## src/logic/xbar_pkg.sv

```systemverilog
// Bus sizes, slave address map and encodings, imported by every crossbar module.
package xbar_pkg;

    // Bus sizes.
    localparam int ADDR_W    = 32;
    localparam int DATA_W    = 32;
    localparam int NUM_MST   = 2;
    localparam int NUM_SLV   = 3;
    localparam int MST_IDX_W = $clog2(NUM_MST);
    localparam int SLV_IDX_W = $clog2(NUM_SLV);

    // Each slave owns a 64 KiB window. Slave 0 is the rightmost entry of each table.
    localparam logic [NUM_SLV-1:0][ADDR_W-1:0] SLV_BASE = {
        32'h43C2_0000,
        32'h43C1_0000,
        32'h43C0_0000
    };

    localparam logic [NUM_SLV-1:0][ADDR_W-1:0] SLV_LAST = {
        32'h43C2_FFFF,
        32'h43C1_FFFF,
        32'h43C0_FFFF
    };

    // AXI response codes used by the crossbar.
    typedef enum logic [1:0] {
        RESP_OKAY   = 2'b00,
        RESP_DECERR = 2'b11
    } resp_e;

    // Read transaction states.
    typedef enum logic [1:0] {
        RD_IDLE = 2'b00,
        RD_ADDR = 2'b01,
        RD_DATA = 2'b10
    } rd_state_e;

endpackage

```

## src/logic/xbar_addr_decoder.sv

```systemverilog
// Address decoder that maps a read address to a slave index and a hit flag.
`timescale 1ns/1ps

module xbar_addr_decoder
    import xbar_pkg::*;
(
    input  logic [ADDR_W-1:0]    addr_i,
    output logic                 hit_o,
    output logic [SLV_IDX_W-1:0] slv_idx_o
);

    // Windows are scanned from slave 0 upward, so the lowest match wins on overlap.
    always_comb begin
        hit_o     = 1'b0;
        slv_idx_o = '0;
        for (int i = 0; i < NUM_SLV; i++) begin
            if (!hit_o && (addr_i >= SLV_BASE[i]) && (addr_i <= SLV_LAST[i])) begin
                hit_o     = 1'b1;
                slv_idx_o = SLV_IDX_W'(i);
            end
        end
    end

endmodule

```

## src/logic/xbar_rd_fsm.sv

```systemverilog
// Read transaction FSM that latches the granted master and its target slave for the router.
`timescale 1ns/1ps

module xbar_rd_fsm
    import xbar_pkg::*;
(
    input  logic                           clk_i,
    input  logic                           rstn_i,
    input  logic [NUM_MST-1:0][ADDR_W-1:0] s_araddr_i,
    input  logic                           grant_valid_i,
    input  logic [MST_IDX_W-1:0]           grant_idx_i,
    input  logic                           ar_done_i,
    input  logic                           r_done_i,
    output rd_state_e                      state_o,
    output logic [MST_IDX_W-1:0]           sel_mst_o,
    output logic [SLV_IDX_W-1:0]           sel_slv_o,
    output logic                           sel_hit_o,
    output logic                           ack_o
);

    rd_state_e            state_q;
    rd_state_e            state_d;
    logic [MST_IDX_W-1:0] sel_mst_q;
    logic [SLV_IDX_W-1:0] sel_slv_q;
    logic                 sel_hit_q;
    logic                 dec_hit;
    logic [SLV_IDX_W-1:0] dec_slv;

    // The granted master's address is decoded while the FSM is still idle.
    xbar_addr_decoder i_addr_decoder (
        .addr_i    (s_araddr_i[grant_idx_i]),
        .hit_o     (dec_hit),
        .slv_idx_o (dec_slv)
    );

    always_comb begin
        state_d = state_q;
        case (state_q)
            RD_IDLE: begin
                if (grant_valid_i) begin
                    state_d = RD_ADDR;
                end
            end
            RD_ADDR: begin
                if (ar_done_i) begin
                    state_d = RD_DATA;
                end
            end
            RD_DATA: begin
                if (r_done_i) begin
                    state_d = RD_IDLE;
                end
            end
            default: state_d = RD_IDLE;
        endcase
    end

    always_ff @(posedge clk_i or negedge rstn_i) begin
        if (!rstn_i) begin
            state_q   <= RD_IDLE;
            sel_mst_q <= '0;
            sel_slv_q <= '0;
            sel_hit_q <= 1'b0;
        end else begin
            state_q <= state_d;
            if ((state_q == RD_IDLE) && grant_valid_i) begin
                sel_mst_q <= grant_idx_i;
                sel_slv_q <= dec_slv;
                sel_hit_q <= dec_hit;
            end
        end
    end

    assign state_o   = state_q;
    assign sel_mst_o = sel_mst_q;
    assign sel_slv_o = sel_slv_q;
    assign sel_hit_o = sel_hit_q;

    // Releases the arbiter on the final R transfer.
    assign ack_o = (state_q == RD_DATA) && r_done_i;

    // The owning master stays the one the arbiter holds for the whole transaction.
    a_sel_mst_stable: assert property (@(posedge clk_i) disable iff (!rstn_i)
        (state_q != RD_IDLE) |-> (sel_mst_q == grant_idx_i))
        else $error("selected master differs from the granted master during a transaction");

endmodule

```

## config.mk

```make
export PLATFORM = sky130hd
export DESIGN_NAME = xbar_rd_fsm
export DESIGN_NICKNAME = d
export VERILOG_FILES = /design/src/logic/xbar_pkg.sv /design/src/logic/xbar_addr_decoder.sv /design/src/logic/xbar_rd_fsm.sv
export SDC_FILE = /design/constraint.sdc
export NUM_CORES = 1
export LEC_CHECK = 0
export BUFFER_PORTS_ARGS = -buffer_cell sky130_fd_sc_hd__buf_4
export CAP_MARGIN = 20
export CORE_MARGIN = 10
export CORE_UTILIZATION = 27
export CTS_BUF_LIST = sky130_fd_sc_hd__clkbuf_8
export CTS_CLUSTER_DIAMETER = 60
export DETAILED_ROUTE_END_ITERATION = 7
export MAX_ROUTING_LAYER = met4
export PLACE_DENSITY = 0.95
export SYNTH_ARGS = -nofsm -noshare
export SYNTH_HDL_FRONTEND = slang
export SYNTH_SLANG_ARGS = --single-unit
export TNS_END_PERCENT = 1
```

## constraint.sdc

```tcl
create_clock -name clk_i -period 3 [get_ports clk_i]
set_clock_uncertainty 0.2 [all_clocks]
set_input_delay 0.3 -clock clk_i [delete_from_list [all_inputs] [get_ports clk_i]]
set_output_delay 0.3 -clock clk_i [all_outputs]
set_load 0.01 [all_outputs]
```

==> results list <==
* Worst skew pair latency: 0.22 ns
- For this design the static power due to leakage is 0.4117 nW.
* Vias in the first global route: 592
- Post-route non-filler standard cell count: 103
- For this run, the leading register cell type out of synthesis is sky130_fd_sc_hd__dfrtp_1.
- At the end of the flow, the number of nets in the layout was 160.
- Peak supply drop: 0.0004613 V
- STA classifies the critical path endpoint as a primary output.
- At the worst endpoint, the required time is 2.50 ns.
- Hold bufs inserted after CTS: 1
* Number of flops mapped to enable cells by yosys: 0
- Boundary Pins: 77
* Max-capacitance violation count: 0
* Ranking of synthesized cells by instance count: sky130_fd_sc_hd__dfrtp_1 (6), sky130_fd_sc_hd__nand2_1 (6), sky130_fd_sc_hd__nor2_1 (5)
* Data arrival time of the critical path: 1.05 ns
- Status: finished, final reports clean
* Count of clock tree sinks: 6
* Buffers inserted during post-CTS setup optimization: 0
* Overall routing resource usage: 11.17%
- Setup repair after global routing left no endpoint under its margin.
* Synth Cell Area: 382.9 µm²
* CTS tree: done
- The worst register-to-register path has a depth of 3.
* Final number of setup-violating endpoints: 0
- Setup total negative slack on the finished layout was measured at 0 ns.
- Cell accounting for the most synthesized area: sky130_fd_sc_hd__dfrtp_1
* Die ar.: 3324 µm²
- Die width: 57.66 µm
- Of the cells placed in the final design, the portion with a size suffix greater than 1 is 56.82%.
* Final Cycle Share: 51.61%
* Overall Power: 0.0003794 W
* Pwr dens: 491.5 nW/µm²
- Worst Hold Depth: 2
* Per-instance average area after synthesis: 9.338 µm²
- Register area share after synthesis: 39.22%
* Placement Rows: 13
- Area growth, synth to finish: 101.6%
- Count of buffers inserted at the top-level ports: 44
* Category of the worst setup path launch point: register
- Number of levels the H-tree was split into: 1
- The number of different library cells used by synthesis comes to 20.
- Global routing finished with a remaining overflow of 0.
- The worst hold path belongs to the class primary input to register.
- Area share of the largest cell type after synthesis: 39.22%
- Dividing the detail-routed wire length by the instance count gives 17.41 µm.
* Largest fanout of any net on the critical path: 5
- Top cells by area in the synthesized netlist: sky130_fd_sc_hd__dfrtp_1 (39%), sky130_fd_sc_hd__o41ai_2 (8.5%), sky130_fd_sc_hd__nand2_1 (5.9%), sky130_fd_sc_hd__mux2i_1 (5.2%), sky130_fd_sc_hd__nor2_1 (4.9%)
- Post-CTS Resized: 0
* Via density: 4.981
* Global-route wire length before repair: 2787 µm
- Before antenna repair, the detailed router went through 4 iterations.
* Flip-flop and latch count after synthesis: 6
- Nets in the synthesized netlist: 111
* Diodes inserted: 0
* Headroom to the max-slew limit: 78.55%
- The initial antenna violation count was 0.
- Maximum clock rate: 0.6459 GHz
- WS Path Type: register to primary output
- Buffers inserted during clock tree synthesis total 3.
* Global placer's final weighted congestion: 0.6736
- Time the worst path needs with I/O delays and setup: 1.548 ns
- The total area inside the core boundary comes to 1318 µm².
- Once placement completed, the tool counted placed cells totaling 99.
- From bottom edge to top edge, the die measures 57.66 µm.
- Maximum number of pins on one net before global-route repair: 8
* Synthesized instance count: 41
* Pins Over Slew Limit: 0
- Vias: 513
- The number of hold violations in the final report was 0.
- Clock-pin transition on the worst setup and hold timing paths: 0.04 ns
- Slew at the pin closest to its max-slew limit: 0.3128 ns
- Detail Placement HPWL: 1569 µm
- Effective utilization at floorplan: 29.06%
- In this run the deepest clock path goes through 2 buffers.
* Number of design-rule violations left by the first detailed-router iteration: 10
* CTS Root Buffer Type: sky130_fd_sc_hd__clkbuf_8
* Detailed-route DRC error count: 0
* Share of synthesized registers carrying an async set or reset: 100.0%
* Antenna viol nets, final: 0
- Total number of yosys warnings: 0
- Total wire length: 1793 µm
==> path summary, 6_finish.rpt <==
check / startpoint / endpoint / slack [ns]
min: r_done_i / state_o[1] / 0.09
min in group asynchronous: rstn_i / sel_slv_o[1] / 0.23
max reg2reg: state_o[1] / sel_slv_o[1] / 1.56
max: state_o[0] / ack_o / 1.45
max in group asynchronous: rstn_i / state_o[1] / 2.25
min reg2reg: sel_hit_o / sel_hit_o / 0.29
==> routing by layer <==
layer / wire [µm] / vias up / track usage [%]
li1: - / 247 / -
met1: 541 / 247 / 8.755
met2: 1149 / 17 / 23.01
met3: 88 / 2 / 4.139
met4: 13 / 0 / 2.685
met5: 0 / - / -
==> report_power, final <==
part | total (W) | switching, W | internal [W]
registers | 0.000120 | 0.0000184 | 0.000101
clock network | 0.000121 | 0.0000349 | 0.0000862
logic | 0.000139 | 0.0000584 | 0.0000801
==> kinds of logic (layout without fill, tap and decap cells) <==
group / after synthesis / count (layout) / share of synthesized area (%)
compound gates: 6 / 6 / 15.69
buf+inv: 4 / 51 / 5.882
flops: 6 / 6 / 39.21
mux: 3 / 3 / 8.170
simple gates: 22 / 22 / 31.05
==> worst max-delay path: stages, from the launching register on <==
cell and delay, ns:
sky130_fd_sc_hd__dfrtp_1 0.40, sky130_fd_sc_hd__nand2b_1 0.17, sky130_fd_sc_hd__nor2_1 0.12, sky130_fd_sc_hd__buf_4 0.14
==> final cells by class <==
class / instances / area [µm²]
well taps: 15 / 18.77
inverters: 3 / 11.26
flip-flops and latches: 6 / 150.1
clock buffers: 3 / 41.29
repair buffers: 45 / 340.3
multi-input cells: 31 / 210.2
fillers: 122 / 545.5
==> sequential cells by signal (all words and copies together) (netlist names) <==
name       cells
state_o        2
sel_mst_o      1
sel_slv_o      2
sel_hit_o      1
==> cells in the final DEF, fill, tap and decap left out <==
master	count
sky130_fd_sc_hd__nor2_1	5
sky130_fd_sc_hd__dlygate4sd3_1	1
sky130_fd_sc_hd__nand4_1	1
sky130_fd_sc_hd__dfrtp_1	6
sky130_fd_sc_hd__mux2i_1	2
sky130_fd_sc_hd__nor4_1	3
sky130_fd_sc_hd__buf_4	44
sky130_fd_sc_hd__nand2_1	6
sky130_fd_sc_hd__nor4b_1	1
sky130_fd_sc_hd__a22o_1	1
sky130_fd_sc_hd__and3b_1	1
sky130_fd_sc_hd__inv_1	3
sky130_fd_sc_hd__and4bb_1	1
sky130_fd_sc_hd__nand3_1	2
sky130_fd_sc_hd__clkbuf_8	3
sky130_fd_sc_hd__o22ai_1	1
sky130_fd_sc_hd__o21ai_0	1
sky130_fd_sc_hd__mux2_2	1
sky130_fd_sc_hd__o41ai_2	2
sky130_fd_sc_hd__and3_1	1
sky130_fd_sc_hd__o31ai_1	1
sky130_fd_sc_hd__nand2b_1	1
==> per-stage QoR <==
stage | hold slack (ns) | instance area (µm²) | utilization [%] | setup WS (ns)
finish | 0.08584 | 772.0 | 58.59 | 1.452
global route | 0.08824 | 772.0 | 58.59 | 1.364
CTS | 0.08271 | 772.0 | 58.59 | 1.430
detailed placement | -0.08811 | 720.7 | 54.70 | 1.196
global placement | -0.09208 | 720.7 | 54.70 | 1.269
floorplan | -0.1956 | 382.9 | - | 1.472
Power figures use the tool's default switching activity.
