### config.mk
export PLATFORM = sky130hd
export DESIGN_NAME = xbar_rd_router
export DESIGN_NICKNAME = d
export VERILOG_FILES = /design/src/logic/xbar_pkg.sv /design/src/logic/xbar_rd_router.sv
export SDC_FILE = /design/constraint.sdc
export NUM_CORES = 1
export LEC_CHECK = 0
export BUFFER_PORTS_ARGS = -buffer_cell sky130_fd_sc_hd__buf_2
export CAP_MARGIN = 5
export CORE_AREA = 8 8 132 134
export DETAILED_ROUTE_END_ITERATION = 10
export DIE_AREA = 0 0 140 142
export PLACE_DENSITY = 0.52
export SYNTH_ARGS = -nofsm -noshare
export SYNTH_HDL_FRONTEND = slang
export SYNTH_SLANG_ARGS = --single-unit
### constraint.sdc
create_clock -name vclk -period 1.8
set_input_delay 0.54 -clock vclk [all_inputs]
set_output_delay 0.54 -clock vclk [all_outputs]
set_load 0.01 [all_outputs]
### src/logic/xbar_pkg.sv
// Bus sizes, slave address map and encodings, imported by every crossbar module.
package xbar_pkg;

    // Bus sizes.
    localparam int ADDR_W    = 32;
    localparam int DATA_W    = 32;
    localparam int NUM_MST   = 2;
    localparam int NUM_SLV   = 3;
    localparam int MST_IDX_W = $clog2(NUM_MST);
    localparam int SLV_IDX_W = $clog2(NUM_SLV);

    // Each slave owns a 64 KiB window. Slave 0 is the rightmost entry of each table.
    localparam logic [NUM_SLV-1:0][ADDR_W-1:0] SLV_BASE = {
        32'h43C2_0000,
        32'h43C1_0000,
        32'h43C0_0000
    };

    localparam logic [NUM_SLV-1:0][ADDR_W-1:0] SLV_LAST = {
        32'h43C2_FFFF,
        32'h43C1_FFFF,
        32'h43C0_FFFF
    };

    // AXI response codes used by the crossbar.
    typedef enum logic [1:0] {
        RESP_OKAY   = 2'b00,
        RESP_DECERR = 2'b11
    } resp_e;

    // Read transaction states.
    typedef enum logic [1:0] {
        RD_IDLE = 2'b00,
        RD_ADDR = 2'b01,
        RD_DATA = 2'b10
    } rd_state_e;

endpackage

### src/logic/xbar_rd_router.sv
// Combinational router for the AR and R channels between the owning master and its slave.
`timescale 1ns/1ps

module xbar_rd_router
    import xbar_pkg::*;
(
    input  rd_state_e                      state_i,
    input  logic [MST_IDX_W-1:0]           sel_mst_i,
    input  logic [SLV_IDX_W-1:0]           sel_slv_i,
    input  logic                           sel_hit_i,
    input  logic [NUM_MST-1:0][ADDR_W-1:0] s_araddr_i,
    input  logic [NUM_MST-1:0]             s_arvalid_i,
    output logic [NUM_MST-1:0]             s_arready_o,
    output logic [NUM_MST-1:0][DATA_W-1:0] s_rdata_o,
    output resp_e [NUM_MST-1:0]            s_rresp_o,
    output logic [NUM_MST-1:0]             s_rvalid_o,
    input  logic [NUM_MST-1:0]             s_rready_i,
    output logic [NUM_SLV-1:0][ADDR_W-1:0] m_araddr_o,
    output logic [NUM_SLV-1:0]             m_arvalid_o,
    input  logic [NUM_SLV-1:0]             m_arready_i,
    input  logic [NUM_SLV-1:0][DATA_W-1:0] m_rdata_i,
    input  logic [NUM_SLV-1:0][1:0]        m_rresp_i,
    input  logic [NUM_SLV-1:0]             m_rvalid_i,
    output logic [NUM_SLV-1:0]             m_rready_o,
    output logic                           ar_done_o,
    output logic                           r_done_o
);

    // Only the decoded target slave ever sees activity, and a miss reaches no slave.
    always_comb begin
        m_araddr_o  = '0;
        m_arvalid_o = '0;
        m_rready_o  = '0;
        if (sel_hit_i) begin
            case (state_i)
                RD_ADDR: begin
                    m_araddr_o[sel_slv_i]  = s_araddr_i[sel_mst_i];
                    m_arvalid_o[sel_slv_i] = s_arvalid_i[sel_mst_i];
                end
                RD_DATA: begin
                    m_rready_o[sel_slv_i] = s_rready_i[sel_mst_i];
                end
                default: ;
            endcase
        end
    end

    // A miss is answered here with DECERR and zero data.
    always_comb begin
        s_arready_o = '0;
        s_rvalid_o  = '0;
        s_rdata_o   = '0;
        for (int i = 0; i < NUM_MST; i++) begin
            s_rresp_o[i] = RESP_OKAY;
        end
        case (state_i)
            RD_ADDR: begin
                s_arready_o[sel_mst_i] = sel_hit_i ? m_arready_i[sel_slv_i] : 1'b1;
            end
            RD_DATA: begin
                if (sel_hit_i) begin
                    s_rvalid_o[sel_mst_i] = m_rvalid_i[sel_slv_i];
                    s_rdata_o[sel_mst_i]  = m_rdata_i[sel_slv_i];
                    s_rresp_o[sel_mst_i]  = resp_e'(m_rresp_i[sel_slv_i]);
                end else begin
                    s_rvalid_o[sel_mst_i] = 1'b1;
                    s_rresp_o[sel_mst_i]  = RESP_DECERR;
                end
            end
            default: ;
        endcase
    end

    // Handshakes are observed on the master side so hits and misses look alike.
    assign ar_done_o = (state_i == RD_ADDR) && s_arvalid_i[sel_mst_i] && s_arready_o[sel_mst_i];
    assign r_done_o  = (state_i == RD_DATA) && s_rvalid_o[sel_mst_i] && s_rready_i[sel_mst_i];

    // A hit always names an existing slave, so arvalid reaches exactly one slave.
    always_comb begin
        a_one_target: assert final (!sel_hit_i || (sel_slv_i < SLV_IDX_W'(NUM_SLV)))
            else $error("a hit selects a slave outside the address map");
    end

endmodule

==> impl_metrics.toml, run 1 <==
[floorplan]
start_util_pct = 13.20
fp.coreArea_um2 = 15420
die_h_um = 142
num_rows = 46
boundaryPins = 358
die_x_um = 140
die_area_um2 = 19880

[routing]
routedWlPerCell_um = 19.75
drc = 0
vias = 4033
first_pass_iters = 4
postRouteAntennaNets = 0
wl_um = 18370
viasPerCell = 4.337
drt_iter0_markers = 93

[worst_setup_path]
crit_arrival_ns = 1.60
critPathMaxFanout = 7
worstSetupPathType = "in2out"
startpoint_type = "input port"
critPathRequiredTime_ns = 1.26
cp-end-kind = "primary output"

[final_layout]
drive_gt1_share_pct = 89.96
design.seq.count = 0
fin_nets = 921
clock_buffers = 0
fin_util_pct = 46.80
area_delta_synth_final_pct = 254.6
fillCellCount = 1431
ff_latch_area_um2 = 0

[grt]
grt_antenna_before_repair = 3
grt_pass1_vias = 4564
grt_max_degree = 33
gr-usage-all-layers_pct = 16.67
grt_pass1_wl_um = 26490
grt.overflow.total = 0

[power]
cellPowerDensity_nw_per_um2 = 205.4
p_leak_nw = 3.336
peakVddDrop_v = 0.00009381

[timing]
hold_viol_final = 0
rsz0062_at_grt = "yes"
fmax_mhz = 466.6
max_slew_margin_pct = 77.65
slew_violations = 0
period_share_pct = 119.1
setup_violations = 176
tightest_slew_ns = 0.3287
finalSetupTns_ns = -47.06
min_period_ns = 2.143
holdWs_ns = 1.420
setup_ws_ns = -0.3430

[logic_synthesis]
synth_area_per_cell_um2 = 6.023
netlist_instances = 338
yosysWarnings = 0
synth_nets = 520
synth_most_common_cell = "nor2_1"
yosysTopAreaCellShare_pct = 33.44
synth-seq-area-share_pct = 0
synth_area_leaders = "mux2i_1 (33%), nor2_1 (30%), a2bb2oi_1 (13%), buf_2 (4.9%), buf_4 (2.2%)"
synth.largest_area_cell = "mux2i_1"
synthDistinctLibCells = 25
netlist_top_cells_count = "nor2_1 (164), mux2i_1 (68), a2bb2oi_1 (31)"
syn-cell-area_um2 = 2036

[outcome]
violations = "negative setup slack"
status = "finished, violations left"

[placement]
gp_congestion = 0.8036
place_ws_ns = -0.4713
hpwlAfterDp_um = 13510
port_buffers = 358

[min_path]
hold_path_class = "in2out"

[job]
max_cap_violations = 0

[cts]
cts.hold.buffers_added = 0
[through the flow]
stage / instances / instance area (µm²) / total power [mW]
after floorplan: 338 / 3179 / 0.6126
after global placement: 908 / 5479 / 1.057
after detailed placement: 908 / 5479 / 1.061
after CTS: 928 / 6869 / 1.399
after global routing: 930 / 7218 / 1.560
final: 930 / 7218 / 1.483
[cells in the final DEF (no fill, tap or decap), types with 2 or more instances in the layout]
cell and n:
a2bb2oi_2 7, buf_8 5, nor2b_4 2, nor2b_1 3, and2_1 3, buf_12 18
buf_6 83, a2bb2oi_4 24, mux2i_1 20, and3_1 3, and2b_2 2, o221ai_4 2
buf_2 282, nor2_2 61, mux2i_2 17, inv_1 3, buf_4 32, buf_16 12
mux2i_4 31, nand3b_1 3, nor2_1 35, nor2_4 68, nor3_2 2
[area by class of cell]
class	count	area, µm²	area share [%]
inverters	3	11.26	0.1560
well taps	192	240.2	3.328
diodes	1	2.502	0.03467
repair buffers	435	3417	47.34
multi-input cells	299	3547	49.14
[power by group]
part | total [mW] | switching [mW] | internal (mW)
Clock | 0.0000000743 | 0 | 0.0000000743
Sequential | 0 | 0 | 0
Combinational | 1.48 | 0.686 | 0.797
[per-layer routing]
| metal | vias to the layer above | track usage (%) | share of wire, % |
|---|---|---|---|
| li1 | 1953 | - | - |
| met1 | 1830 | 17.56 | 37 |
| met2 | 238 | 32.59 | 53 |
| met3 | 12 | 5.166 | 8.5 |
| met4 | 0 | 1.886 | 1.1 |
| met5 | - | 0 | 0 |
[worst paths after layout]
| check | to | cells past startpoint | slack, ns | start |
|---|---|---|---|---|
| setup / recovery | s_rdata_o[16] | 7 | -0.34 | state_i[0] |
| hold / removal | s_rdata_o[20] | 4 | 1.42 | m_rdata_i[52] |
[critical path: stages]
cell and delay, ns:
buf_6 0.09, and2b_2 0.21, nand3b_1 0.16, buf_12 0.20, buf_12 0.15, nor2_4 0.12
buf_6 0.12
[logic make-up (layout without fill, tap and decap cells)]
| family | count (synthesis) | count (layout) | share of synthesized area [%] |
|---|---|---|---|
| AOI/OAI and AO/OA | 36 | 36 | 15.55 |
| muxes | 70 | 70 | 34.54 |
| other | 0 | 1 | 0 |
| and+or+nand+nor | 193 | 193 | 39.64 |
| buffers and inverters | 39 | 438 | 10.26 |
[repair_timing]
action,4_1_cts,5_1_grt
pin swaps,28,13
gates resized for setup,168,63
setup endpoints to repair,176,176
buffers inserted,9,3
gates cloned,12,1
Power figures use the tool's default switching activity.
==> run 2, diff against run 1 <==
SETUP_SLACK_MARGIN = 0.3   (was unset)
==> impl_metrics.toml, run 2 (synthesis gave the netlist of run 1 again) <==
[power]
switching_share_pct = 46.84
peakVddDrop_v = 0.00008816
p_comb_share_pct = 100.0
clkPwrFrac_pct = 0
switching_power_mw = 0.6954
p_seq_share_pct = 0
p_int_mw = 0.7893
p_leak_nw = 3.446
cellPowerDensity_nw_per_um2 = 198.9

[worst_setup_path]
startpoint_type = "input port"
crit_top_cell = "buf_12"
cp-end-kind = "primary output"
critPathMaxFanout = 32
worstSetupPathType = "in2out"
critPathRequiredTime_ns = 1.26
critPathMaxStageDelay_ns = 0.23
worstPathCellList = "buf_12, buf_12, buf_12, nand4bb_4, buf_12, nor2_1, buf_2"
crit_arrival_ns = 1.68
critPathSlowestCell = "nand4bb_4"

[floorplan]
die_area_um2 = 19880
die_x_um = 140
fp.coreArea_um2 = 15420
die_h_um = 142
start_util_pct = 13.20
num_rows = 46
boundaryPins = 358

[timing]
tightest_slew_ns = 0.3960
period_share_pct = 123.4
max_slew_margin_pct = 72.84
hold_viol_final = 0
min_period_ns = 2.222
setup_violations = 176
rsz0062_at_grt = "yes"
fmax_mhz = 450.1
finalSetupTns_ns = -55.63
setup_ws_ns = -0.4217
slew_violations = 0

[min_path]
min-delay-start = "m_rdata_i[50]"
hold_path_end = "s_rdata_o[18]"
holdPathStages = 4
hold_path_class = "in2out"

[routing]
wl_met2_um = 10120
route.met3.wl_um = 1539
postRouteAntennaNets = 0
routedWlPerCell_um = 19.98
wl_um = 18760
vias = 4170
drt_iter0_markers = 71
first_pass_iters = 4
viasPerCell = 4.441
drc = 0
highest_layer = "met4"
drt-met1-wl_um = 6747

[grt]
gr-usage-all-layers_pct = 15.55
grt.overflow.total = 0
grt_max_degree = 33
grt_pass1_vias = 4438
grt_antenna_before_repair = 1
grt_pass1_wl_um = 25130

[placement]
hpwlAfterDp_um = 13690
gp_congestion = 0.8429
place_ws_ns = -0.4620
dpl-instance-area_um2 = 5570
port_buffers = 358

[final_layout]
design.seq.count = 0
layout_commonest_cell = "buf_2"
clock_buffers = 0
area_delta_synth_final_pct = 266.7
final_cell_area_um2 = 7466
drive_gt1_share_pct = 90.08
ff_latch_area_um2 = 0
final_cell_mix = "buf_2 (262), buf_6 (105), nor2_4 (88), nor2_2 (48), buf_4 (36)"
fin_nets = 930

[outcome]
violations = "negative setup slack"
status = "finished, violations left"

[job]
max_cap_violations = 0
[run 2: cell types whose count changed in the layout (fill, tap and decap cells not counted), moves of 7 or more]
cell,before,now
buf_6,83,105
buf_2,282,262
nor2_4,68,88
nor2_2,61,48
buf_12,18,28
mux2i_4,31,22
buf_16,12,4
mux2i_1,20,28
nor2_1,35,28
[run 2: cell type report]
type	count	area [µm²]
Antenna cell	1	2.502
Fill cell	1395	7959
Tap cell	192	240.2
Timing Repair Buffer	444	3620
Multi-Input combinational cell	299	3592
Inverter	3	11.26
[run 2: what timing repair did]
| action | 4_1_cts | 5_1_grt |
|---|---|---|
| hold endpoints to repair | 0 | 0 |
| resized for setup | 131 | 135 |
| setup endpoints to repair | 176 | 176 |
| cloned | 4 | 6 |
| setup buffers | 9 | 7 |
| pin swaps | 40 | 54 |
| hold buffers | 0 | 0 |
[run 2: metal layers]
metal,up-vias,track usage [%]
met4,0,0.8571
met2,239,30.31
met3,20,5.267
met1,1928,16.50
met5,-,0
li1,1983,-
[run 2: power by group through the flow]
stage                        clock, mW  combinational [mW]  sequential [mW]
after detailed placement             0                1.09                0
after global placement               0                1.09                0
final                     0.0000000743                1.48                0
after CTS                            0                1.36                0
after global routing      0.0000000743                1.56                0
after floorplan                      0               0.621                0
[run 2: worst max-delay path by stage]
stage / startpoint / end / slack, ns / cells past startpoint
final: sel_slv_i[1] / m_araddr_o[9] / -0.42 / 7
after global routing: sel_slv_i[1] / m_araddr_o[9] / -0.46 / 7
after CTS: sel_slv_i[1] / m_araddr_o[14] / -0.38 / 7
after detailed placement: sel_slv_i[1] / s_rdata_o[47] / -0.46 / 7
after global placement: sel_slv_i[1] / s_rdata_o[29] / -0.42 / 6
after floorplan: sel_slv_i[1] / s_arready_o[0] / -0.13 / 5
[run 2: metrics by stage]
step	cells	utilization, %	power, mW	hold WS [ns]
global placement	912	36.11	1.086	1.415
finish	939	48.40	1.485	1.415
detailed placement	912	36.11	1.092	1.415
global route	939	48.40	1.563	1.433
floorplan	338	-	0.6206	1.224
CTS	925	42.87	1.358	1.418
[run 2: worst max-delay path, delay by kind of cell]
family | cells | cell delay [ns]
buffers and inverters | 5 | 0.74
and+or+nand+nor | 2 | 0.38
